File: config.mk
export PLATFORM = sky130hd
export DESIGN_NAME = cpu_top
export DESIGN_NICKNAME = d
export VERILOG_FILES = /design/src/hdl/cpu_isa_pkg.sv /design/src/hdl/cpu_ctrl_pkg.sv /design/src/hdl/opcode_decoder.sv /design/src/hdl/cpu_sequencer.sv /design/src/hdl/reg_writeback.sv /design/src/hdl/cpu_top.sv
export VERILOG_INCLUDE_DIRS = /design/src /design/src/include
export SDC_FILE = /design/constraint.sdc
export NUM_CORES = 1
export LEC_CHECK = 0
export BUFFER_PORTS_ARGS = -buffer_cell sky130_fd_sc_hd__buf_2
export CORE_MARGIN = 10
export CORE_UTILIZATION = 55
export DETAILED_ROUTE_END_ITERATION = 10
export PLACE_DENSITY = 0.75
export SLEW_MARGIN = 0
export SYNTH_ARGS = -nofsm -noshare
export SYNTH_HDL_FRONTEND = slang
export SYNTH_HIERARCHICAL = 1
export SYNTH_SLANG_ARGS = --single-unit
File: constraint.sdc
create_clock -name clk -period 6 [get_ports clk]
set_clock_uncertainty 0.1 [all_clocks]
set_input_delay 0.3 -clock clk [delete_from_list [all_inputs] [get_ports clk]]
set_output_delay 0.3 -clock clk [all_outputs]
set_load 0.01 [all_outputs]
File: src/include/cpu_consts.svh
`ifndef CPU_CONSTS_SVH
`define CPU_CONSTS_SVH

// Datapath widths
`define CPU_DATA_W 8
`define CPU_PC_W 16

// Memory is 8 KB, so addresses keep 13 bits
`define CPU_RAM_AW 13
`define CPU_RAM_MASK 16'h1FFF

// First opcode is fetched from here after reset
`define CPU_RESET_PC 16'h0200

// Read data returns this many edges after the address is presented
`define CPU_MEM_LAT 2

// Opcodes and opcode fields
`define CPU_OP_JMP_ABS 8'h4C
`define CPU_LOAD_GROUP 3'd5

`endif

File: src/hdl/cpu_isa_pkg.sv
`include "cpu_consts.svh"

package cpu_isa_pkg;

  // 6502 opcode layout aaa_bbb_cc
  typedef struct packed {
    logic [2:0] grp;
    logic [2:0] mode;
    logic [1:0] cls;
  } opcode_fields_t;

  // Same byte seen raw or split into fields
  typedef union packed {
    logic [`CPU_DATA_W-1:0] raw;
    opcode_fields_t         f;
  } opcode_t;

  typedef enum logic [2:0] {
    MODE_IMM,
    MODE_ZP,
    MODE_ZP_IDX,
    MODE_ABS,
    MODE_ABS_IDX,
    MODE_JUMP,
    MODE_NONE
  } addr_mode_t;

  // Load target, also used to name the index register
  typedef enum logic [1:0] {
    REG_A,
    REG_X,
    REG_Y
  } reg_sel_t;

endpackage

File: src/hdl/cpu_ctrl_pkg.sv
package cpu_ctrl_pkg;

  // One memory byte takes req, wait and recv
  typedef enum logic [1:0] {
    SEQ_REQ,
    SEQ_WAIT,
    SEQ_RECV,
    SEQ_EXEC
  } seq_state_t;

  // Which byte of the instruction is in flight
  typedef enum logic [1:0] {
    FETCH_OPCODE,
    FETCH_OPERAND_LO,
    FETCH_OPERAND_HI,
    FETCH_DATA
  } fetch_stage_t;

endpackage

File: src/hdl/opcode_decoder.sv
`timescale 1ns/1ps
`include "cpu_consts.svh"

module opcode_decoder (
  input  cpu_isa_pkg::opcode_t    opcode,
  output cpu_isa_pkg::addr_mode_t mode,
  output cpu_isa_pkg::reg_sel_t   target,
  output cpu_isa_pkg::reg_sel_t   index,
  output logic [1:0]              length
);

  always_comb begin
    mode   = cpu_isa_pkg::MODE_NONE;
    target = cpu_isa_pkg::REG_A;
    index  = cpu_isa_pkg::REG_X;

    if (opcode.raw == `CPU_OP_JMP_ABS) begin
      mode = cpu_isa_pkg::MODE_JUMP;
    end else if (opcode.f.grp == `CPU_LOAD_GROUP) begin
      // cls picks the register, LDX indexes with Y
      case (opcode.f.cls)
        2'b01: target = cpu_isa_pkg::REG_A;
        2'b10: begin
          target = cpu_isa_pkg::REG_X;
          index  = cpu_isa_pkg::REG_Y;
        end
        2'b00: target = cpu_isa_pkg::REG_Y;
        default: ;
      endcase

      if (opcode.f.cls != 2'b11) begin
        case (opcode.f.mode)
          3'b000: begin
            // LDA (zp,X) is not supported
            if (opcode.f.cls != 2'b01) mode = cpu_isa_pkg::MODE_IMM;
          end
          3'b001: mode = cpu_isa_pkg::MODE_ZP;
          3'b010: begin
            // TAX and TAY share this slot
            if (opcode.f.cls == 2'b01) mode = cpu_isa_pkg::MODE_IMM;
          end
          3'b011: mode = cpu_isa_pkg::MODE_ABS;
          3'b101: mode = cpu_isa_pkg::MODE_ZP_IDX;
          3'b110: begin
            // Only LDA abs,Y lives here
            if (opcode.f.cls == 2'b01) begin
              mode  = cpu_isa_pkg::MODE_ABS_IDX;
              index = cpu_isa_pkg::REG_Y;
            end
          end
          3'b111: mode = cpu_isa_pkg::MODE_ABS_IDX;
          default: ;
        endcase
      end
    end

    // Instruction size in bytes
    case (mode)
      cpu_isa_pkg::MODE_IMM,
      cpu_isa_pkg::MODE_ZP,
      cpu_isa_pkg::MODE_ZP_IDX: length = 2'd2;
      cpu_isa_pkg::MODE_ABS,
      cpu_isa_pkg::MODE_ABS_IDX,
      cpu_isa_pkg::MODE_JUMP:   length = 2'd3;
      default:                  length = 2'd1;
    endcase
  end

endmodule

File: src/hdl/cpu_sequencer.sv
`timescale 1ns/1ps
`include "cpu_consts.svh"

module cpu_sequencer (
  input  logic                    clk,
  input  logic                    rst_n,
  input  logic [`CPU_DATA_W-1:0]  mem_rdata,
  input  cpu_isa_pkg::addr_mode_t mode,
  input  cpu_isa_pkg::reg_sel_t   target,
  input  cpu_isa_pkg::reg_sel_t   index,
  input  logic [1:0]              length,
  input  logic [`CPU_DATA_W-1:0]  reg_x,
  input  logic [`CPU_DATA_W-1:0]  reg_y,
  output logic [`CPU_RAM_AW-1:0]  mem_addr,
  output cpu_isa_pkg::opcode_t    opcode,
  output logic [`CPU_PC_W-1:0]    pc,
  output logic                    load_en,
  output logic [`CPU_DATA_W-1:0]  load_data,
  output cpu_isa_pkg::reg_sel_t   load_target,
  output logic                    retire
);

  cpu_ctrl_pkg::seq_state_t   state;
  cpu_ctrl_pkg::fetch_stage_t stage;
  cpu_isa_pkg::opcode_t       opcode_q;
  logic [`CPU_DATA_W-1:0]     operand_lo;
  logic [`CPU_DATA_W-1:0]     operand_hi;
  logic [`CPU_DATA_W-1:0]     data_q;

  logic                       opcode_recv;
  logic [`CPU_PC_W-1:0]       pc_plus1;
  logic [`CPU_PC_W-1:0]       pc_plus2;
  logic [`CPU_PC_W-1:0]       pc_step;
  logic [`CPU_PC_W-1:0]       pc_next;
  logic [`CPU_PC_W-1:0]       operand_word;
  logic [`CPU_DATA_W-1:0]     index_val;
  logic [`CPU_DATA_W-1:0]     zp_sum;
  logic [`CPU_PC_W-1:0]       abs_sum;
  logic [`CPU_RAM_AW-1:0]     eff_addr;

  assign opcode_recv = (state == cpu_ctrl_pkg::SEQ_RECV) &&
                       (stage == cpu_ctrl_pkg::FETCH_OPCODE);

  // Decoder sees the arriving byte while it is being received
  assign opcode.raw = opcode_recv ? mem_rdata : opcode_q.raw;

  assign pc_plus1 = pc + `CPU_PC_W'd1;
  assign pc_plus2 = pc + `CPU_PC_W'd2;
  assign pc_step  = pc + {{(`CPU_PC_W-2){1'b0}}, length};
  assign pc_next  = ((mode == cpu_isa_pkg::MODE_JUMP) ? {operand_hi, operand_lo} : pc_step)
                    & `CPU_RAM_MASK;

  // Last operand byte is still on mem_rdata when the data address is formed
  assign operand_word = (stage == cpu_ctrl_pkg::FETCH_OPERAND_HI) ?
                        {mem_rdata, operand_lo} :
                        {{(`CPU_PC_W-`CPU_DATA_W){1'b0}}, mem_rdata};

  assign index_val = (index == cpu_isa_pkg::REG_Y) ? reg_y : reg_x;
  assign zp_sum    = operand_word[`CPU_DATA_W-1:0] + index_val;
  assign abs_sum   = operand_word + {{(`CPU_PC_W-`CPU_DATA_W){1'b0}}, index_val};

  always_comb begin
    case (mode)
      cpu_isa_pkg::MODE_ZP:
        eff_addr = {{(`CPU_RAM_AW-`CPU_DATA_W){1'b0}}, operand_word[`CPU_DATA_W-1:0]};
      // Zero page index wraps inside page zero
      cpu_isa_pkg::MODE_ZP_IDX:
        eff_addr = {{(`CPU_RAM_AW-`CPU_DATA_W){1'b0}}, zp_sum};
      cpu_isa_pkg::MODE_ABS_IDX:
        eff_addr = abs_sum[`CPU_RAM_AW-1:0];
      default:
        eff_addr = operand_word[`CPU_RAM_AW-1:0];
    endcase
  end

  always_ff @(posedge clk or negedge rst_n) begin
    if (!rst_n) begin
      state    <= cpu_ctrl_pkg::SEQ_REQ;
      stage    <= cpu_ctrl_pkg::FETCH_OPCODE;
      pc       <= `CPU_RESET_PC;
      mem_addr <= `CPU_RAM_AW'(`CPU_RESET_PC);
      opcode_q <= '0;
    end else begin
      case (state)
        cpu_ctrl_pkg::SEQ_REQ:  state <= cpu_ctrl_pkg::SEQ_WAIT;
        cpu_ctrl_pkg::SEQ_WAIT: state <= cpu_ctrl_pkg::SEQ_RECV;
        cpu_ctrl_pkg::SEQ_RECV: begin
          state <= cpu_ctrl_pkg::SEQ_REQ;
          case (stage)
            cpu_ctrl_pkg::FETCH_OPCODE: begin
              opcode_q <= opcode;
              if (mode == cpu_isa_pkg::MODE_NONE) begin
                // Unknown opcode retires right here
                pc       <= pc_next;
                mem_addr <= pc_next[`CPU_RAM_AW-1:0];
              end else begin
                stage    <= cpu_ctrl_pkg::FETCH_OPERAND_LO;
                mem_addr <= pc_plus1[`CPU_RAM_AW-1:0];
              end
            end
            cpu_ctrl_pkg::FETCH_OPERAND_LO: begin
              operand_lo <= mem_rdata;
              case (mode)
                cpu_isa_pkg::MODE_IMM: state <= cpu_ctrl_pkg::SEQ_EXEC;
                cpu_isa_pkg::MODE_ABS,
                cpu_isa_pkg::MODE_ABS_IDX,
                cpu_isa_pkg::MODE_JUMP: begin
                  stage    <= cpu_ctrl_pkg::FETCH_OPERAND_HI;
                  mem_addr <= pc_plus2[`CPU_RAM_AW-1:0];
                end
                default: begin
                  stage    <= cpu_ctrl_pkg::FETCH_DATA;
                  mem_addr <= eff_addr;
                end
              endcase
            end
            cpu_ctrl_pkg::FETCH_OPERAND_HI: begin
              operand_hi <= mem_rdata;
              if (mode == cpu_isa_pkg::MODE_JUMP) begin
                state <= cpu_ctrl_pkg::SEQ_EXEC;
              end else begin
                stage    <= cpu_ctrl_pkg::FETCH_DATA;
                mem_addr <= eff_addr;
              end
            end
            default: begin
              data_q <= mem_rdata;
              state  <= cpu_ctrl_pkg::SEQ_EXEC;
            end
          endcase
        end
        default: begin
          // Exec, move on to the next opcode
          pc       <= pc_next;
          mem_addr <= pc_next[`CPU_RAM_AW-1:0];
          stage    <= cpu_ctrl_pkg::FETCH_OPCODE;
          state    <= cpu_ctrl_pkg::SEQ_REQ;
        end
      endcase
    end
  end

  assign load_en     = (state == cpu_ctrl_pkg::SEQ_EXEC) && (mode != cpu_isa_pkg::MODE_JUMP);
  assign load_data   = (mode == cpu_isa_pkg::MODE_IMM) ? operand_lo : data_q;
  assign load_target = target;
  assign retire      = (state == cpu_ctrl_pkg::SEQ_EXEC) ||
                       (opcode_recv && (mode == cpu_isa_pkg::MODE_NONE));

endmodule

File: src/hdl/reg_writeback.sv
`timescale 1ns/1ps
`include "cpu_consts.svh"

module reg_writeback (
  input  logic                   clk,
  input  logic                   rst_n,
  input  logic                   load_en,
  input  logic [`CPU_DATA_W-1:0] load_data,
  input  cpu_isa_pkg::reg_sel_t  load_target,
  output logic [`CPU_DATA_W-1:0] reg_a,
  output logic [`CPU_DATA_W-1:0] reg_x,
  output logic [`CPU_DATA_W-1:0] reg_y,
  output logic                   flag_z,
  output logic                   flag_n
);

  always_ff @(posedge clk or negedge rst_n) begin
    if (!rst_n) begin
      reg_a <= '0;
      reg_x <= '0;
      reg_y <= '0;
    end else if (load_en) begin
      case (load_target)
        cpu_isa_pkg::REG_X: reg_x <= load_data;
        cpu_isa_pkg::REG_Y: reg_y <= load_data;
        default:            reg_a <= load_data;
      endcase
    end
  end

  // Flags follow the loaded value whatever the target
  always_ff @(posedge clk or negedge rst_n) begin
    if (!rst_n) begin
      flag_z <= 1'b0;
      flag_n <= 1'b0;
    end else if (load_en) begin
      flag_z <= (load_data == '0);
      flag_n <= load_data[`CPU_DATA_W-1];
    end
  end

endmodule

File: src/hdl/cpu_top.sv
`timescale 1ns/1ps
`include "cpu_consts.svh"

module cpu_top (
  input  logic                   clk,
  input  logic                   rst_n,
  input  logic [`CPU_DATA_W-1:0] mem_rdata,
  output logic [`CPU_RAM_AW-1:0] mem_addr,
  output logic [`CPU_PC_W-1:0]   pc,
  output logic [`CPU_DATA_W-1:0] reg_a,
  output logic [`CPU_DATA_W-1:0] reg_x,
  output logic [`CPU_DATA_W-1:0] reg_y,
  output logic                   flag_z,
  output logic                   flag_n,
  output logic                   retire
);

  cpu_isa_pkg::opcode_t    opcode;
  cpu_isa_pkg::addr_mode_t mode;
  cpu_isa_pkg::reg_sel_t   target;
  cpu_isa_pkg::reg_sel_t   index;
  logic [1:0]              length;
  logic                    load_en;
  logic [`CPU_DATA_W-1:0]  load_data;
  cpu_isa_pkg::reg_sel_t   load_target;

  opcode_decoder u_decoder (
    .opcode (opcode),
    .mode   (mode),
    .target (target),
    .index  (index),
    .length (length)
  );

  // Index values come back from the register file
  cpu_sequencer u_sequencer (
    .clk         (clk),
    .rst_n       (rst_n),
    .mem_rdata   (mem_rdata),
    .mode        (mode),
    .target      (target),
    .index       (index),
    .length      (length),
    .reg_x       (reg_x),
    .reg_y       (reg_y),
    .mem_addr    (mem_addr),
    .opcode      (opcode),
    .pc          (pc),
    .load_en     (load_en),
    .load_data   (load_data),
    .load_target (load_target),
    .retire      (retire)
  );

  reg_writeback u_writeback (
    .clk         (clk),
    .rst_n       (rst_n),
    .load_en     (load_en),
    .load_data   (load_data),
    .load_target (load_target),
    .reg_a       (reg_a),
    .reg_x       (reg_x),
    .reg_y       (reg_y),
    .flag_z      (flag_z),
    .flag_n      (flag_n)
  );

endmodule

# Yosys cells after proc, flatten, opt, wreduce, memory -nomap -nowiden
# Index checks and enable logic that the tools add are counted.
# totals
reg_bits	88
latch_bits	0
ram_bits	0
rom_bits	0
output_inout_bits	56
n_memories	0
# op_classes
add_sub_neg	5
multipliers	0
div_mod_pow	0
n_lt_le_gt_ge	0
n_eq_ne	33
shift	0
n_mux	40
bitwise_logic	3
reduce_logical	25
# op_table
op	count
$pmux W13 S3	2
$mux W13	4
$pmux W13 S2	2
$mux W16	2
$pmux W16 S2	1
$mux W2	13
$mux W8	3
$eq A3 B3 Y1 const B	7
$pmux W3 S7	1
$pmux W2 S3	3
$pmux W2 S2	4
$mux W3	5
$add A13 B1 Y13 const B	1
$add A13 B2 Y13	1
$add A13 B2 Y13 const B	1
$add A13 B8 Y13	1
$eq A2 B2 Y1 const B	6
$eq A3 B2 Y1 const B	4
$ne A3 B3 Y1 const B	4
$reduce_and A3 Y1	4
$reduce_or A3 Y1	3
$add A8 B8 Y8	1
$eq A2 B1 Y1 const B	4
$eq A8 B7 Y1 const B	1
other kinds (14)	28

# Longest topological paths before layout
# Gate-level depths: netlist of run 1.
# logic_depth
depth_word	17
mapped_depth	22
mapped_depth_nobuf	19

# Modules after synthesis
# The synthesis of run 1 kept the hierarchy.
# modules_own_cells
module	instances	cells_per_inst	area_each_um2	seq_area_each_um2
cpu_sequencer	1	526	4739.5	1584.0
reg_writeback	1	64	1172.4	650.6
opcode_decoder	1	40	296.5	0.0

# Worst setup path after synthesis of run 1
# No wires, ideal clock.
# synth_timing
path_kind	register to register
startpoint	reg u_sequencer.state[1]
endpoint	reg u_sequencer.mem_addr[6]
setup_time_ps	64
arrival_ps	4917
required_ps	5836
path_slack_ps	919
stages_incl_launch_ff	22
path_cell_list	dfrtp_1 > buf_2 > nor2b_1 > buf_2 > nand2_1 > buf_2 > mux2_2 > ha_1 > and4bb_1 > mux2i_1 > or2_1 > nand2b_1 > clkbuf_1 > mux2_2 > ha_1 > fa_1 > a211oi_1 > o21bai_1 > a21o_1 > or3_1 > a211oi_1 > a211o_1
# synth_rtl
item	line	text
from (decl)	cpu_sequencer.sv:23	cpu_ctrl_pkg::seq_state_t state;
from (signal assigned)	cpu_sequencer.sv:78	state <= cpu_ctrl_pkg::SEQ_REQ;
from (signal assigned)	cpu_sequencer.sv:85	cpu_ctrl_pkg::SEQ_REQ: state <= cpu_ctrl_pkg::SEQ_WAIT;
from (signal assigned)	cpu_sequencer.sv:86	cpu_ctrl_pkg::SEQ_WAIT: state <= cpu_ctrl_pkg::SEQ_RECV;
to (signal assigned)	cpu_sequencer.sv:81	mem_addr <= `CPU_RAM_AW'(`CPU_RESET_PC);
to (signal assigned)	cpu_sequencer.sv:95	mem_addr <= pc_next[`CPU_RAM_AW-1:0];
to (signal assigned)	cpu_sequencer.sv:98	mem_addr <= pc_plus1[`CPU_RAM_AW-1:0];
to (decl)	cpu_sequencer.sv:14	output logic [`CPU_RAM_AW-1:0] mem_addr,

==> summary.md, run 1 <==
| Metric | Value |
|---|---|
| Min-delay src | mem_rdata[7] |
| CP dominant cell by count | ha_1 |
| Layout Area Growth over Synthesis | 9.92% |
| Worst Path Required | 6.16 ns |
| CTS tree | yes |
| Max_cap viols | 0 |
| EDFF count, synth | 21 |
| Cts repair resizes | 0 |
| Vias | about 5300 |
| RSZ-0062 raised after global routing | false |
| HPWL after DPL | 13100 um |
| Ys flop type | dfrtp_1 |
| Placed insts | ~800 |
| Metal-1 WL | around 7500 um |
| Pins Over Slew Limit | 0 |
| First-pass iteration count of the detailed router | 5 |
| Leak | 0.00292 uW |
| Yosys top cell by area | dfrtp_1 |
| Fill cells | 901 |
| Sw Share | 46.0% |
| Peak VDD IR | 294 uV |
| Synth async-reset ratio | 75.3% |
| Initial core utilization | 56.8% |
| Residual DRC | 0 |
| DRT antenna net count | 0 |
| Starting DRC count in detailed routing | approximately 630 |
| Area contributors post-synth | dfrtp_1 25%, edfxtp_1 10%, mux2_2 6.9% |
| Cell-internal power | 1880 uW |
| FF-to-FF setup slack | 0.52 ns |
| Total global-route track usage | 22.0% |
| R2R Path Start | u_sequencer/stage[0] |
| CTS clock-pin slew for the worst setup and hold paths | 0.07 ns |
| Mapped Area | 6210 sq um |
| Synth top area share | between 20% and 30% |
| Tcrit/Tclk final | 91.3% |
| CTS Buf Count | 9 |
| I/O pins | 66 |
| Worst hold stages | 1 |
| Worst Setup End Kind | register |
| Synth Warn # | 6 |
| Average wire per standard cell | 22.2 um |
| WP data arrival | 5.63 ns |
| Combinational fraction of design power | between 50% and 60% |
| Max incr delay on CP | 0.48 ns |
| Footprint of the multi-input gates | approximately 3600 sq um |
| Num rows | 38 |
| Area of the core | 10900 sq um |
| Die Y | 126 um |
| Max_slew headroom | 35.1% |
| Setup tns final | 0 ns |
| Shortest period the worst path allows | 5.48 ns |
| Die X-Extent | 126 um |
| DR top layer | met4 |
| Sequential share of the synthesized area | 36.0% |
| Post-synthesis instance total | 630 |
| Maximum clock path buffer count | 2 |
| Worst setup path category | register to register |
| GP Congestion | 0.965 |
| Vias in the first global route | 5154 |
| Worst Max-Slew Pin Slew | 0.970 ns |
| Largest net degree at the start of global routing | 50 |
| Startpoint types | register |
| Routed wl met3 | 1700 um |
| Class of the worst hold path | primary input to register |
| Crit-path cells | inv_1, ha_1, nand2_1, mux2_2, ha_1, and4bb_1, mux2i_1, or2_1, nand2b_1, mux2_2, ha_1, a211oi_1, o211ai_1, a31oi_1, nor4_1, o311ai_1, a31oi_1 |
| Slowest CP cell | nand2_1 |
| Reg area | 2230 sq um |
| Share of cells above drive strength 1 | 26.3% |
| Final WL | 18000 um |
| CTS H-Tree Depth | 3 |
| Met2 wire length | 8340 um |
| P_sw | 1600 uW |
| Worst-path fanout max | 18 |
| Register bit count reported by yosys | 85 |
| Yosys cell types | 90 |
| Global-route wire length before repair | 28500 um |
| Hold_ws | 0.107 ns |
| Grt ovf | 0 |
| Initial antenna violation count | 0 |
| Reg power frac | 28.1% |
| CTS sink count | 85 |
| Final Power | 3490 uW |
| Clock latency on the worst-skew pair | roughly 0.36 ns |
| Pwr Density | 511 nW/um^2 |
| Cell count of the worst reg-to-reg path | 17 |
| WHS Endpoint | u_sequencer/operand_lo[7] |
| Final hold violation count | 0 |
| Die ar. | 15900 sq um |
| Part of the power in the clock network | 16.9% |
| Final Non-Filler Cells | 813 |
| Vias/cell | 6.53 |
| Port bufs | 62 |
| Root Driver | clkbuf_16 |
| Status | completed |
| # nets final | 703 |
| Syn avg cell area | 9.85 sq um |
| Number of diodes | 0 |
| Setup Buffers After CTS | 0 |
| Endpoints failing setup | 0 |
| Peak Freq | approximately 0.18 GHz |
| Worst r2r dst | u_sequencer/mem_addr[9] |
-- synth_stat cells (3+ instances only) --
master,n
nand2b_1,7
buf_4,10
nor3_1,17
o22ai_1,6
a22o_1,3
mux2_2,38
o211ai_1,6
a31oi_1,6
nand3b_1,5
mux2_4,25
xor2_1,6
nand3_1,16
a21oi_1,31
a21o_1,8
nor2_1,50
clkbuf_1,11
dfrtp_1,62
xnor2_1,19
nand2_8,3
inv_1,21
nor4_1,6
o21ai_1,11
a21boi_1,3
mux2i_1,8
o21ai_0,32
edfxtp_1,21
a211oi_1,5
nand4_1,4
nor2b_1,3
and3_1,8
or2_1,4
buf_2,23
nand2_1,43
o31ai_1,7
ha_1,23
-- worst max-delay path, delay by kind of cell (launching register included) --
| family | cells | cell delay [ns] |
|---|---|---|
| buf+inv | 1 | 0.09 |
| simple gates | 5 | 1.33 |
| flops | 1 | 0.42 |
| mux | 3 | 1.08 |
| compound gates | 5 | 1.63 |
| fa+ha+maj | 3 | 0.73 |
-- per-stage QoR --
stage / setup WS [ns] / util [%] / instance area, sq um
final: 0.524 / 62.4 / 6820
after global routing: 0.131 / 62.4 / 6820
after CTS: 0.608 / 62.4 / 6820
after detailed placement: 0.604 / 59.5 / 6510
after global placement: 0.812 / 59.5 / 6510
after floorplan: 0.919 / - / 6220
-- cell usage in the layout (no fill, tap or decap), types with 5 or more instances in the layout --
master     count
buf_2         62
dfrtp_1       62
nor2_1        50
nand2_1       43
mux2_2        38
o21ai_0       32
a21oi_1       31
mux2_4        25
ha_1          23
inv_1         21
edfxtp_1      21
xnor2_1       19
nor3_1        17
nand3_1       16
o21ai_1       11
clkbuf_16      9
buf_4          8
mux2i_1        8
a21o_1         8
and3_1         8
nand2b_1       7
o31ai_1        7
xor2_1         6
o211ai_1       6
o22ai_1        6
nor4_1         6
a31oi_1        6
nand3b_1       5
a211oi_1       5
-- what timing repair did --
action,CTS,global route
hold buffers,1,0
setup endpoints to repair,0,0
endpoints found under the hold margin,14,0
-- per-layer routing --
layer  global-route usage (%)  vias up
met5                        0        -
met4                     7.37        0
met3                     5.70       43
met2                     34.2      309
met1                     29.1     2568
li1                         -     2391
-- power by group through the flow --
| stage | Clock, uW | Combinational, uW | Sequential (uW) |
|---|---|---|---|
| final | 588 | 1920 | 981 |
| after global routing | 622 | 2080 | 1010 |
| after CTS | 595 | 1880 | 977 |
| after detailed placement | 0 | 1870 | 987 |
| after global placement | 0 | 1820 | 975 |
| after floorplan | 0 | 1420 | 954 |
-- how the worst max path moves through the flow --
stage	from	endpoint	slack, ns	cells past startpoint
final	u_sequencer/stage[0]	u_sequencer/mem_addr[9]	0.52	17
after global routing	u_sequencer/stage[0]	u_sequencer/mem_addr[10]	0.13	18
after CTS	u_sequencer/stage[0]	u_sequencer/mem_addr[10]	0.61	18
after detailed placement	u_sequencer/stage[0]	u_sequencer/mem_addr[10]	0.60	18
after global placement	u_sequencer/stage[0]	u_sequencer/mem_addr[10]	0.81	18
after floorplan	u_sequencer/state[1]	u_sequencer/mem_addr[6]	0.92	21
-- layout make-up --
class | instances | area share, %
clock buffers | 9 | 3.30
clock inverters | 7 | 1.19
inverters | 23 | 1.27
multi-input cells | 478 | 53.4
flip-flops and latches | 85 | 32.7
well taps | 140 | 2.57
repair buffers | 71 | 5.57
-- cells by family after synthesis --
group	Yosys count	share of synthesized area [%]
other	1	0.0604
adder cells (fa/ha/maj)	25	5.28
XOR/XNOR	25	3.53
AO/OA/AOI/OAI	163	18.2
buffers and inverters	69	5.48
AND/OR/NAND/NOR	191	17.3
multiplexers	71	14.2
flip-flops	85	36.0
-- flip-flops by register name (all words and copies together), names as in the netlist --
| signal | flops |
|---|---|
| u_writeback/flag_z | 1 |
| u_sequencer/opcode_q | 8 |
| u_writeback/reg_y | 8 |
| u_sequencer/mem_addr | 13 |
| u_sequencer/data_q | 8 |
| u_writeback/reg_x | 8 |
| u_writeback/flag_n | 1 |
| u_sequencer/stage | 2 |
| u_sequencer/operand_hi | 5 |
| u_sequencer/operand_lo | 8 |
| u_sequencer/pc | 13 |
| u_sequencer/state | 2 |
| u_writeback/reg_a | 8 |
No activity file was read; power rests on OpenSTA's default activity.
==> inputs of run 2 (changes only) <==
--- a/config.mk
+++ b/config.mk
@@ -10,6 +10,7 @@
 export CORE_MARGIN = 10
 export CORE_UTILIZATION = 55
 export DETAILED_ROUTE_END_ITERATION = 10
+export MAX_ROUTING_LAYER = met4
 export PLACE_DENSITY = 0.75
 export SLEW_MARGIN = 0
 export SYNTH_ARGS = -nofsm -noshare
==> summary.md, run 2 (synthesized netlist as in run 1, its figures left out) <==
| Metric | Value |
|---|---|
| Grt ovf | 0 (unchanged) |
| Initial antenna violation count | 0 (unchanged) |
| Clock latency on the worst-skew pair | 0.35 ns (about the same) |
| Vias | 5330 (+0.36%) |
| Cts repair resizes | 0 (unchanged) |
| R2R Path Start | u_sequencer/stage[0] |
| CTS Buf Count | 9 (unchanged) |
| WP data arrival | 5.75 ns (+0.12 ns) |
| Startpoint types | register |
| # nets final | 702 (-0.14%) |
| Maximum clock path buffer count | 2 (unchanged) |
| Tcrit/Tclk final | 93.2% (+1.9 points) |
| Final WL | 18100 um (+0.35%) |
| Layout Area Growth over Synthesis | 9.67% |
| Leak | 0.00291 uW (-0.24%) |
| Number of diodes | 0 (unchanged) |
| Num rows | 38 (unchanged) |
| Shortest period the worst path allows | 5.59 ns (+0.115 ns) |
| Vias in the first global route | 5238 (+1.6%) |
| GP Congestion | 0.980 (+1.5%) |
| Min-delay src | mem_rdata[7] |
| Root Driver | clkbuf_16 |
| CTS H-Tree Depth | 3 (unchanged) |
| Cell count of the worst reg-to-reg path | 18 (+1) |
| Fill cells | 920 (+2.1%) |
| DP Area | 6500 sq um (-0.12%) |
| Status | completed |
| Setup tns final | 0 ns (unchanged) |
| Max_slew headroom | 39.2% (+4.1 points) |
| Starting DRC count in detailed routing | 706 (+13%) |
| CTS tree | yes |
| Peak Freq | 0.179 GHz (-2.1%) |
| Worst setup path category | register to register |
| DRT antenna net count | 0 (unchanged) |
| Endpoints failing setup | 0 (unchanged) |
| Most frequent cells in the layout | 62 x buf_2, 62 x dfrtp_1, 50 x nor2_1, 43 x nand2_1, 38 x mux2_2 |
| Die X-Extent | 126 um (unchanged) |
| Average wire per standard cell | 22.3 um (+0.48%) |
| CTS clock-pin slew for the worst setup and hold paths | 0.07 ns (about the same) |
| Total global-route track usage | 22.9% (+0.95 points) |
| Reg area | 2230 sq um (unchanged) |
| Share of cells above drive strength 1 | 26.2% (-0.11 points) |
| Worst Setup End Kind | register |
| Regs by FF count | u_sequencer/mem_addr x13, u_sequencer/pc x13 |
| Setup WS post-layout | 0.408 ns (-0.115 ns) |
| Pwr Density | 510 nW/um^2 (-0.20%) |
| Global-route wire length before repair | 28800 um (+1.2%) |
| Placed insts | 795 (-0.13%) |
| Vias/cell | 6.56 (+0.48%) |
| Hold buffers post-CTS | 1 (unchanged) |
| Die ar. | 15900 sq um (unchanged) |
| Class of the worst hold path | primary input to register |
| RSZ-0062 raised after global routing | false |
| Worst Path Required | 6.16 ns (about the same) |
| Final Non-Filler Cells | 812 (-0.12%) |
| Worst hold stages | 1 (unchanged) |
| CTS sink count | 85 (unchanged) |
| Peak VDD IR | 326 uV (+11%) |
| Pins Over Slew Limit | 0 (unchanged) |
| I/O pins | 66 (unchanged) |
| Hold_ws | 0.123 ns (+0.0156 ns) |
| Max_cap viols | 0 (unchanged) |
| Setup Buffers After CTS | 0 (unchanged) |
| Final instance area | 6810 sq um (-0.22%) |
| Residual DRC | 0 (unchanged) |
| Area of the core | 10900 sq um (unchanged) |
| Largest net degree at the start of global routing | 50 (unchanged) |
| Final hold violation count | 0 (unchanged) |
| Footprint of the multi-input gates | 3640 sq um (unchanged) |
| Initial core utilization | 56.8% (unchanged) |
| Die Y | 126 um (unchanged) |
| Worst setup path start | u_sequencer/stage[0] |
| Port bufs | 62 (unchanged) |
| First-pass iteration count of the detailed router | 7 (+2) |
| Worst Max-Slew Pin Slew | 0.906 ns (-0.0643 ns) |
| HPWL after DPL | 13200 um (+0.39%) |
| Pre-CTS setup slack | 0.528 ns (-0.0760 ns) |
| Worst-path fanout max | 18 (unchanged) |
==> run 2: cell count changes in the layout (fill, tap and decap cells not counted), sizes merged <==
cell / previous run / this run
buf: 70 / 69
clkinv: 4 / 3
bufinv: 1 / 0
inv: 25 / 27
==> run 2: stage by stage <==
step                      util, %  total power, uW
final                        62.3             3470
after global routing         62.3             3700
after CTS                    62.3             3440
after detailed placement     59.4             2850
after global placement       59.4             2800
after floorplan                 -             2370
==> run 2: final cells by class <==
type / instances / area share [%]
Inverter: 23 / 1.27
Tap cell: 140 / 2.57
Clock buffer: 9 / 3.31
Multi-Input combinational cell: 478 / 53.5
Timing Repair Buffer: 70 / 5.48
Sequential cell: 85 / 32.8
Clock inverter: 7 / 1.08
==> run 2: power breakdown <==
part | switching [uW] | internal [uW] | total (uW)
Combinational | 1140 | 776 | 1920
Sequential | 207 | 774 | 981
Clock | 274 | 297 | 571
==> run 2: path summary, 6_finish.rpt <==
check | slack, ns | to
worst max register to register | 0.41 | u_sequencer/mem_addr[10]
worst min register to register | 0.37 | u_sequencer/opcode_q[0]
max in group asynchronous | 4.45 | u_writeback/reg_a[7]
worst min-delay path | 0.12 | u_sequencer/data_q[7]
worst max-delay path | 0.41 | u_sequencer/mem_addr[10]
min in group asynchronous | 0.34 | u_sequencer/mem_addr[11]
==> run 2: metal layers <==
metal  share of wire [%]  global-route usage (%)  vias up
li1                    -                       -     2397
met1                  42                    29.5     2569
met2                  46                    34.5      312
met3                 9.0                    4.57       52
met4                 3.3                    9.85        0
met5                   0                       -        -
==> run 2: critical path: stages, from the launching register on <==
cell and delay [ns]:
dfrtp_1 0.42, inv_1 0.10, ha_1 0.23, nand2_1 0.47
mux2_2 0.45, ha_1 0.22, and4bb_1 0.28, mux2i_1 0.22
or2_1 0.11, nand2b_1 0.39, mux2_2 0.40, ha_1 0.22
fa_1 0.43, a211oi_1 0.28, o21bai_1 0.17, a211oi_2 0.42
nor3_1 0.14, o221a_2 0.26, a211oi_1 0.19
==> inputs of run 3 (changes only) <==
--- a/config.mk
+++ b/config.mk
@@ -9,9 +9,12 @@
 export BUFFER_PORTS_ARGS = -buffer_cell sky130_fd_sc_hd__buf_2
 export CORE_MARGIN = 10
 export CORE_UTILIZATION = 55
+export CTS_BUF_LIST = sky130_fd_sc_hd__clkbuf_16
 export DETAILED_ROUTE_END_ITERATION = 10
+export GPL_TIMING_DRIVEN = 0
 export MAX_ROUTING_LAYER = met4
 export PLACE_DENSITY = 0.75
+export REMOVE_ABC_BUFFERS = 1
 export SLEW_MARGIN = 0
 export SYNTH_ARGS = -nofsm -noshare
 export SYNTH_HDL_FRONTEND = slang
==> summary.md, run 3 (synthesized netlist as in run 1, its figures left out) <==
| Metric | Value |
|---|---|
| Status | completed |
| Worst setup path category | register to register |
| Part of the power in the clock network | 15.7% (-0.8 points) |
| Endpoints failing setup | 0 (unchanged) |
| Starting DRC count in detailed routing | 650 (-7.9%) |
| FF-to-FF setup slack | 0.25 ns (-0.16 ns) |
| Area of the core | 10900 sq um (unchanged) |
| First-pass iteration count of the detailed router | 6 (-1) |
| WHS Endpoint | u_sequencer/operand_lo[6] |
| Class of the worst hold path | primary input to register |
| Number of diodes | 0 (unchanged) |
| Max incr delay on CP | 0.50 ns (+0.03 ns) |
| I/O pins | 66 (unchanged) |
| Average wire per standard cell | 21.9 um (-2.0%) |
| Commonest non-fill, non-tap cell in the layout | dfrtp_1 |
| Setup Buffers After CTS | 0 (unchanged) |
| Layout Area Growth over Synthesis | 8.77% |
| Leak | 0.00287 uW (-1.5%) |
| Vias | 5210 (-2.3%) |
| WP data arrival | 5.94 ns (+0.19 ns) |
| Maximum clock path buffer count | 2 (unchanged) |
| Tcrit/Tclk final | 95.8% (+2.6 points) |
| Crit-path cells | nor2b_4, nand2_2, nand2_1, o21ai_0, ha_1, and4bb_1, mux2i_1, or2_1, nand2b_1, mux2_2, ha_1, fa_1, a211oi_1, o21bai_1, a211oi_2, o211ai_1, a21boi_1, o221a_1 |
| CTS tree | yes |
| CTS H-Tree Depth | 3 (unchanged) |
| Placed insts | 788 (-0.88%) |
| Worst Path Required | 6.19 ns (+0.03 ns) |
| Max_cap viols | 0 (unchanged) |
| # nets final | 695 (-1.0%) |
| Pwr Density | 507 nW/um^2 (-0.56%) |
| Slowest CP cell | dfrtp_1 |
| Pins Over Slew Limit | 0 (unchanged) |
| CTS sink count | 85 (unchanged) |
| Worst Setup End Kind | register |
| Largest net degree at the start of global routing | 68 (+36%) |
| Peak VDD IR | 383 uV (+17%) |
| Port bufs | 62 (unchanged) |
| Root Driver | clkbuf_16 |
| Final hold violation count | 0 (unchanged) |
| Initial antenna violation count | 0 (unchanged) |
| R2R Path Start | u_sequencer/state[1] |
| Final Power | 3420 uW (-1.4%) |
| Shortest period the worst path allows | 5.75 ns (+0.158 ns) |
| Share of cells above drive strength 1 | 25.6% (-0.63 points) |
| Reg power frac | 28.5% (+0.2 points) |
| Reg area | 2230 sq um (unchanged) |
| RSZ-0062 raised after global routing | false |
| CTS Buf Count | 9 (unchanged) |
| Fill cells | 925 (+0.54%) |
| Regs by FF count | u_sequencer/mem_addr x13, u_sequencer/pc x13 |
| Die ar. | 15900 sq um (unchanged) |
| Final WL | 17600 um (-2.8%) |
| DRT antenna net count | 0 (unchanged) |
| Cell count of the worst reg-to-reg path | 18 (unchanged) |
| Global-route wire length before repair | 27400 um (-4.9%) |
| Max_slew headroom | 9.40% (-30 points) |
| Total global-route track usage | 22.0% (-0.92 points) |
| Final Non-Filler Cells | 805 (-0.86%) |
| GP Congestion | 0.928 (-5.3%) |
| Worst hold stages | 1 (unchanged) |
| CP dominant cell by count | ha_1 |
| Startpoint types | register |
| Worst r2r dst | u_sequencer/mem_addr[8] |
| CTS clock-pin slew for the worst setup and hold paths | 0.07 ns (about the same) |
| Clock latency on the worst-skew pair | 0.35 ns (about the same) |
| Footprint of the multi-input gates | 3650 sq um (+0.27%) |
| Combinational fraction of design power | 55.7% (+0.4 points) |
| Min-delay src | mem_rdata[6] |
| Setup tns final | 0 ns (unchanged) |
| CP delay by family, top | compound AO/OA/AOI/OAI gates |
| Die Y | 126 um (unchanged) |
| Die X-Extent | 126 um (unchanged) |
| Buf+Inv Stages, Crit Path | 0 (-1) |
| Cell-internal power | 1830 uW (-1.1%) |
| Grt ovf | 0 (unchanged) |
| Vias in the first global route | 4889 (-6.7%) |
| Worst Max-Slew Pin Slew | 1.35 ns (+0.448 ns) |
| Sw Share | 46.6% (-0.16 points) |
| HPWL after DPL | 12700 um (-4.0%) |
| Initial core utilization | 56.8% (unchanged) |
| Most frequent cells in the layout | 62 x dfrtp_1, 61 x buf_2, 50 x nor2_1, 42 x nand2_1, 38 x mux2_2 |
| Worst-path fanout max | 18 (unchanged) |
| Fin util | 61.8% (-0.51 points) |
| Residual DRC | 0 (unchanged) |
| P_sw | 1600 uW (-1.7%) |
| Vias/cell | 6.47 (-1.4%) |
| Num rows | 38 (unchanged) |
| Peak Freq | 0.174 GHz (-2.7%) |
-- run 3: cell count changes in the layout (fill, tap and decap cells not counted) --
| cell | delta |
|---|---|
| nor2b_1 | -1 |
| inv_8 | -4 |
| nand2_1 | -1 |
| nor2b_4 | +1 |
| nand2_2 | +1 |
| clkinvlp_4 | +1 |
| inv_6 | +3 |
| buf_2 | -1 |
| clkinv_4 | -1 |
| clkinv_1 | +1 |
| buf_4 | -6 |
-- run 3: stage by stage --
step                hold WS [ns]  instance area, sq um  setup WS [ns]
floorplan                -0.0956                  5960           1.01
global placement           0.354                  6450        -0.0764
detailed placement         0.377                  6450         -0.312
CTS                       0.0972                  6750          0.195
global route              0.0994                  6750         0.0544
finish                     0.113                  6750          0.250
-- run 3: timing repair --
| action | CTS | global route |
|---|---|---|
| endpoints found under the hold margin | 7 | 0 |
| resized for setup | 2 | 1 |
| endpoints found under the setup margin | 32 | 4 |
| hold buffers | 1 | 0 |
-- run 3: metal layers --
layer	vias up	global-route usage [%]	part of all wire [%]
met3	40	4.45	8.2
li1	2392	-	-
met2	263	32.4	45
met5	-	-	0
met4	0	8.31	2.5
met1	2515	29.2	44
-- run 3: final cells by class --
| cell class | instances | share of cell area (%) |
|---|---|---|
| flip-flops and latches | 85 | 33.1 |
| repair buffers | 63 | 4.78 |
| clock buffers | 9 | 3.34 |
| clock inverters | 7 | 0.852 |
| inverters | 23 | 1.28 |
| well taps | 140 | 2.59 |
| multi-input cells | 478 | 54.1 |
-- run 3: power by group through the flow --
stage	clock (uW)	combinational, uW	sequential (uW)
4_1_cts	552	1870	972
3_3_place_gp	0	1800	967
5_1_grt	575	2050	1000
6_report	539	1910	977
3_5_place_dp	0	1860	979
2_1_floorplan	0	1270	997
-- run 3: worst max path at each step --
stage                          from                 endpoint  slack [ns]  cells past startpoint
2_1_floorplan  u_sequencer/state[1]  u_sequencer/mem_addr[6]        1.01                     17
3_3_place_gp   u_sequencer/state[1]  u_sequencer/mem_addr[8]       -0.08                     18
3_5_place_dp   u_sequencer/state[1]  u_sequencer/mem_addr[8]       -0.31                     18
4_1_cts        u_sequencer/state[1]  u_sequencer/mem_addr[8]        0.20                     18
5_1_grt        u_sequencer/state[1]  u_sequencer/mem_addr[8]        0.05                     18
6_report       u_sequencer/state[1]  u_sequencer/mem_addr[8]        0.25                     18
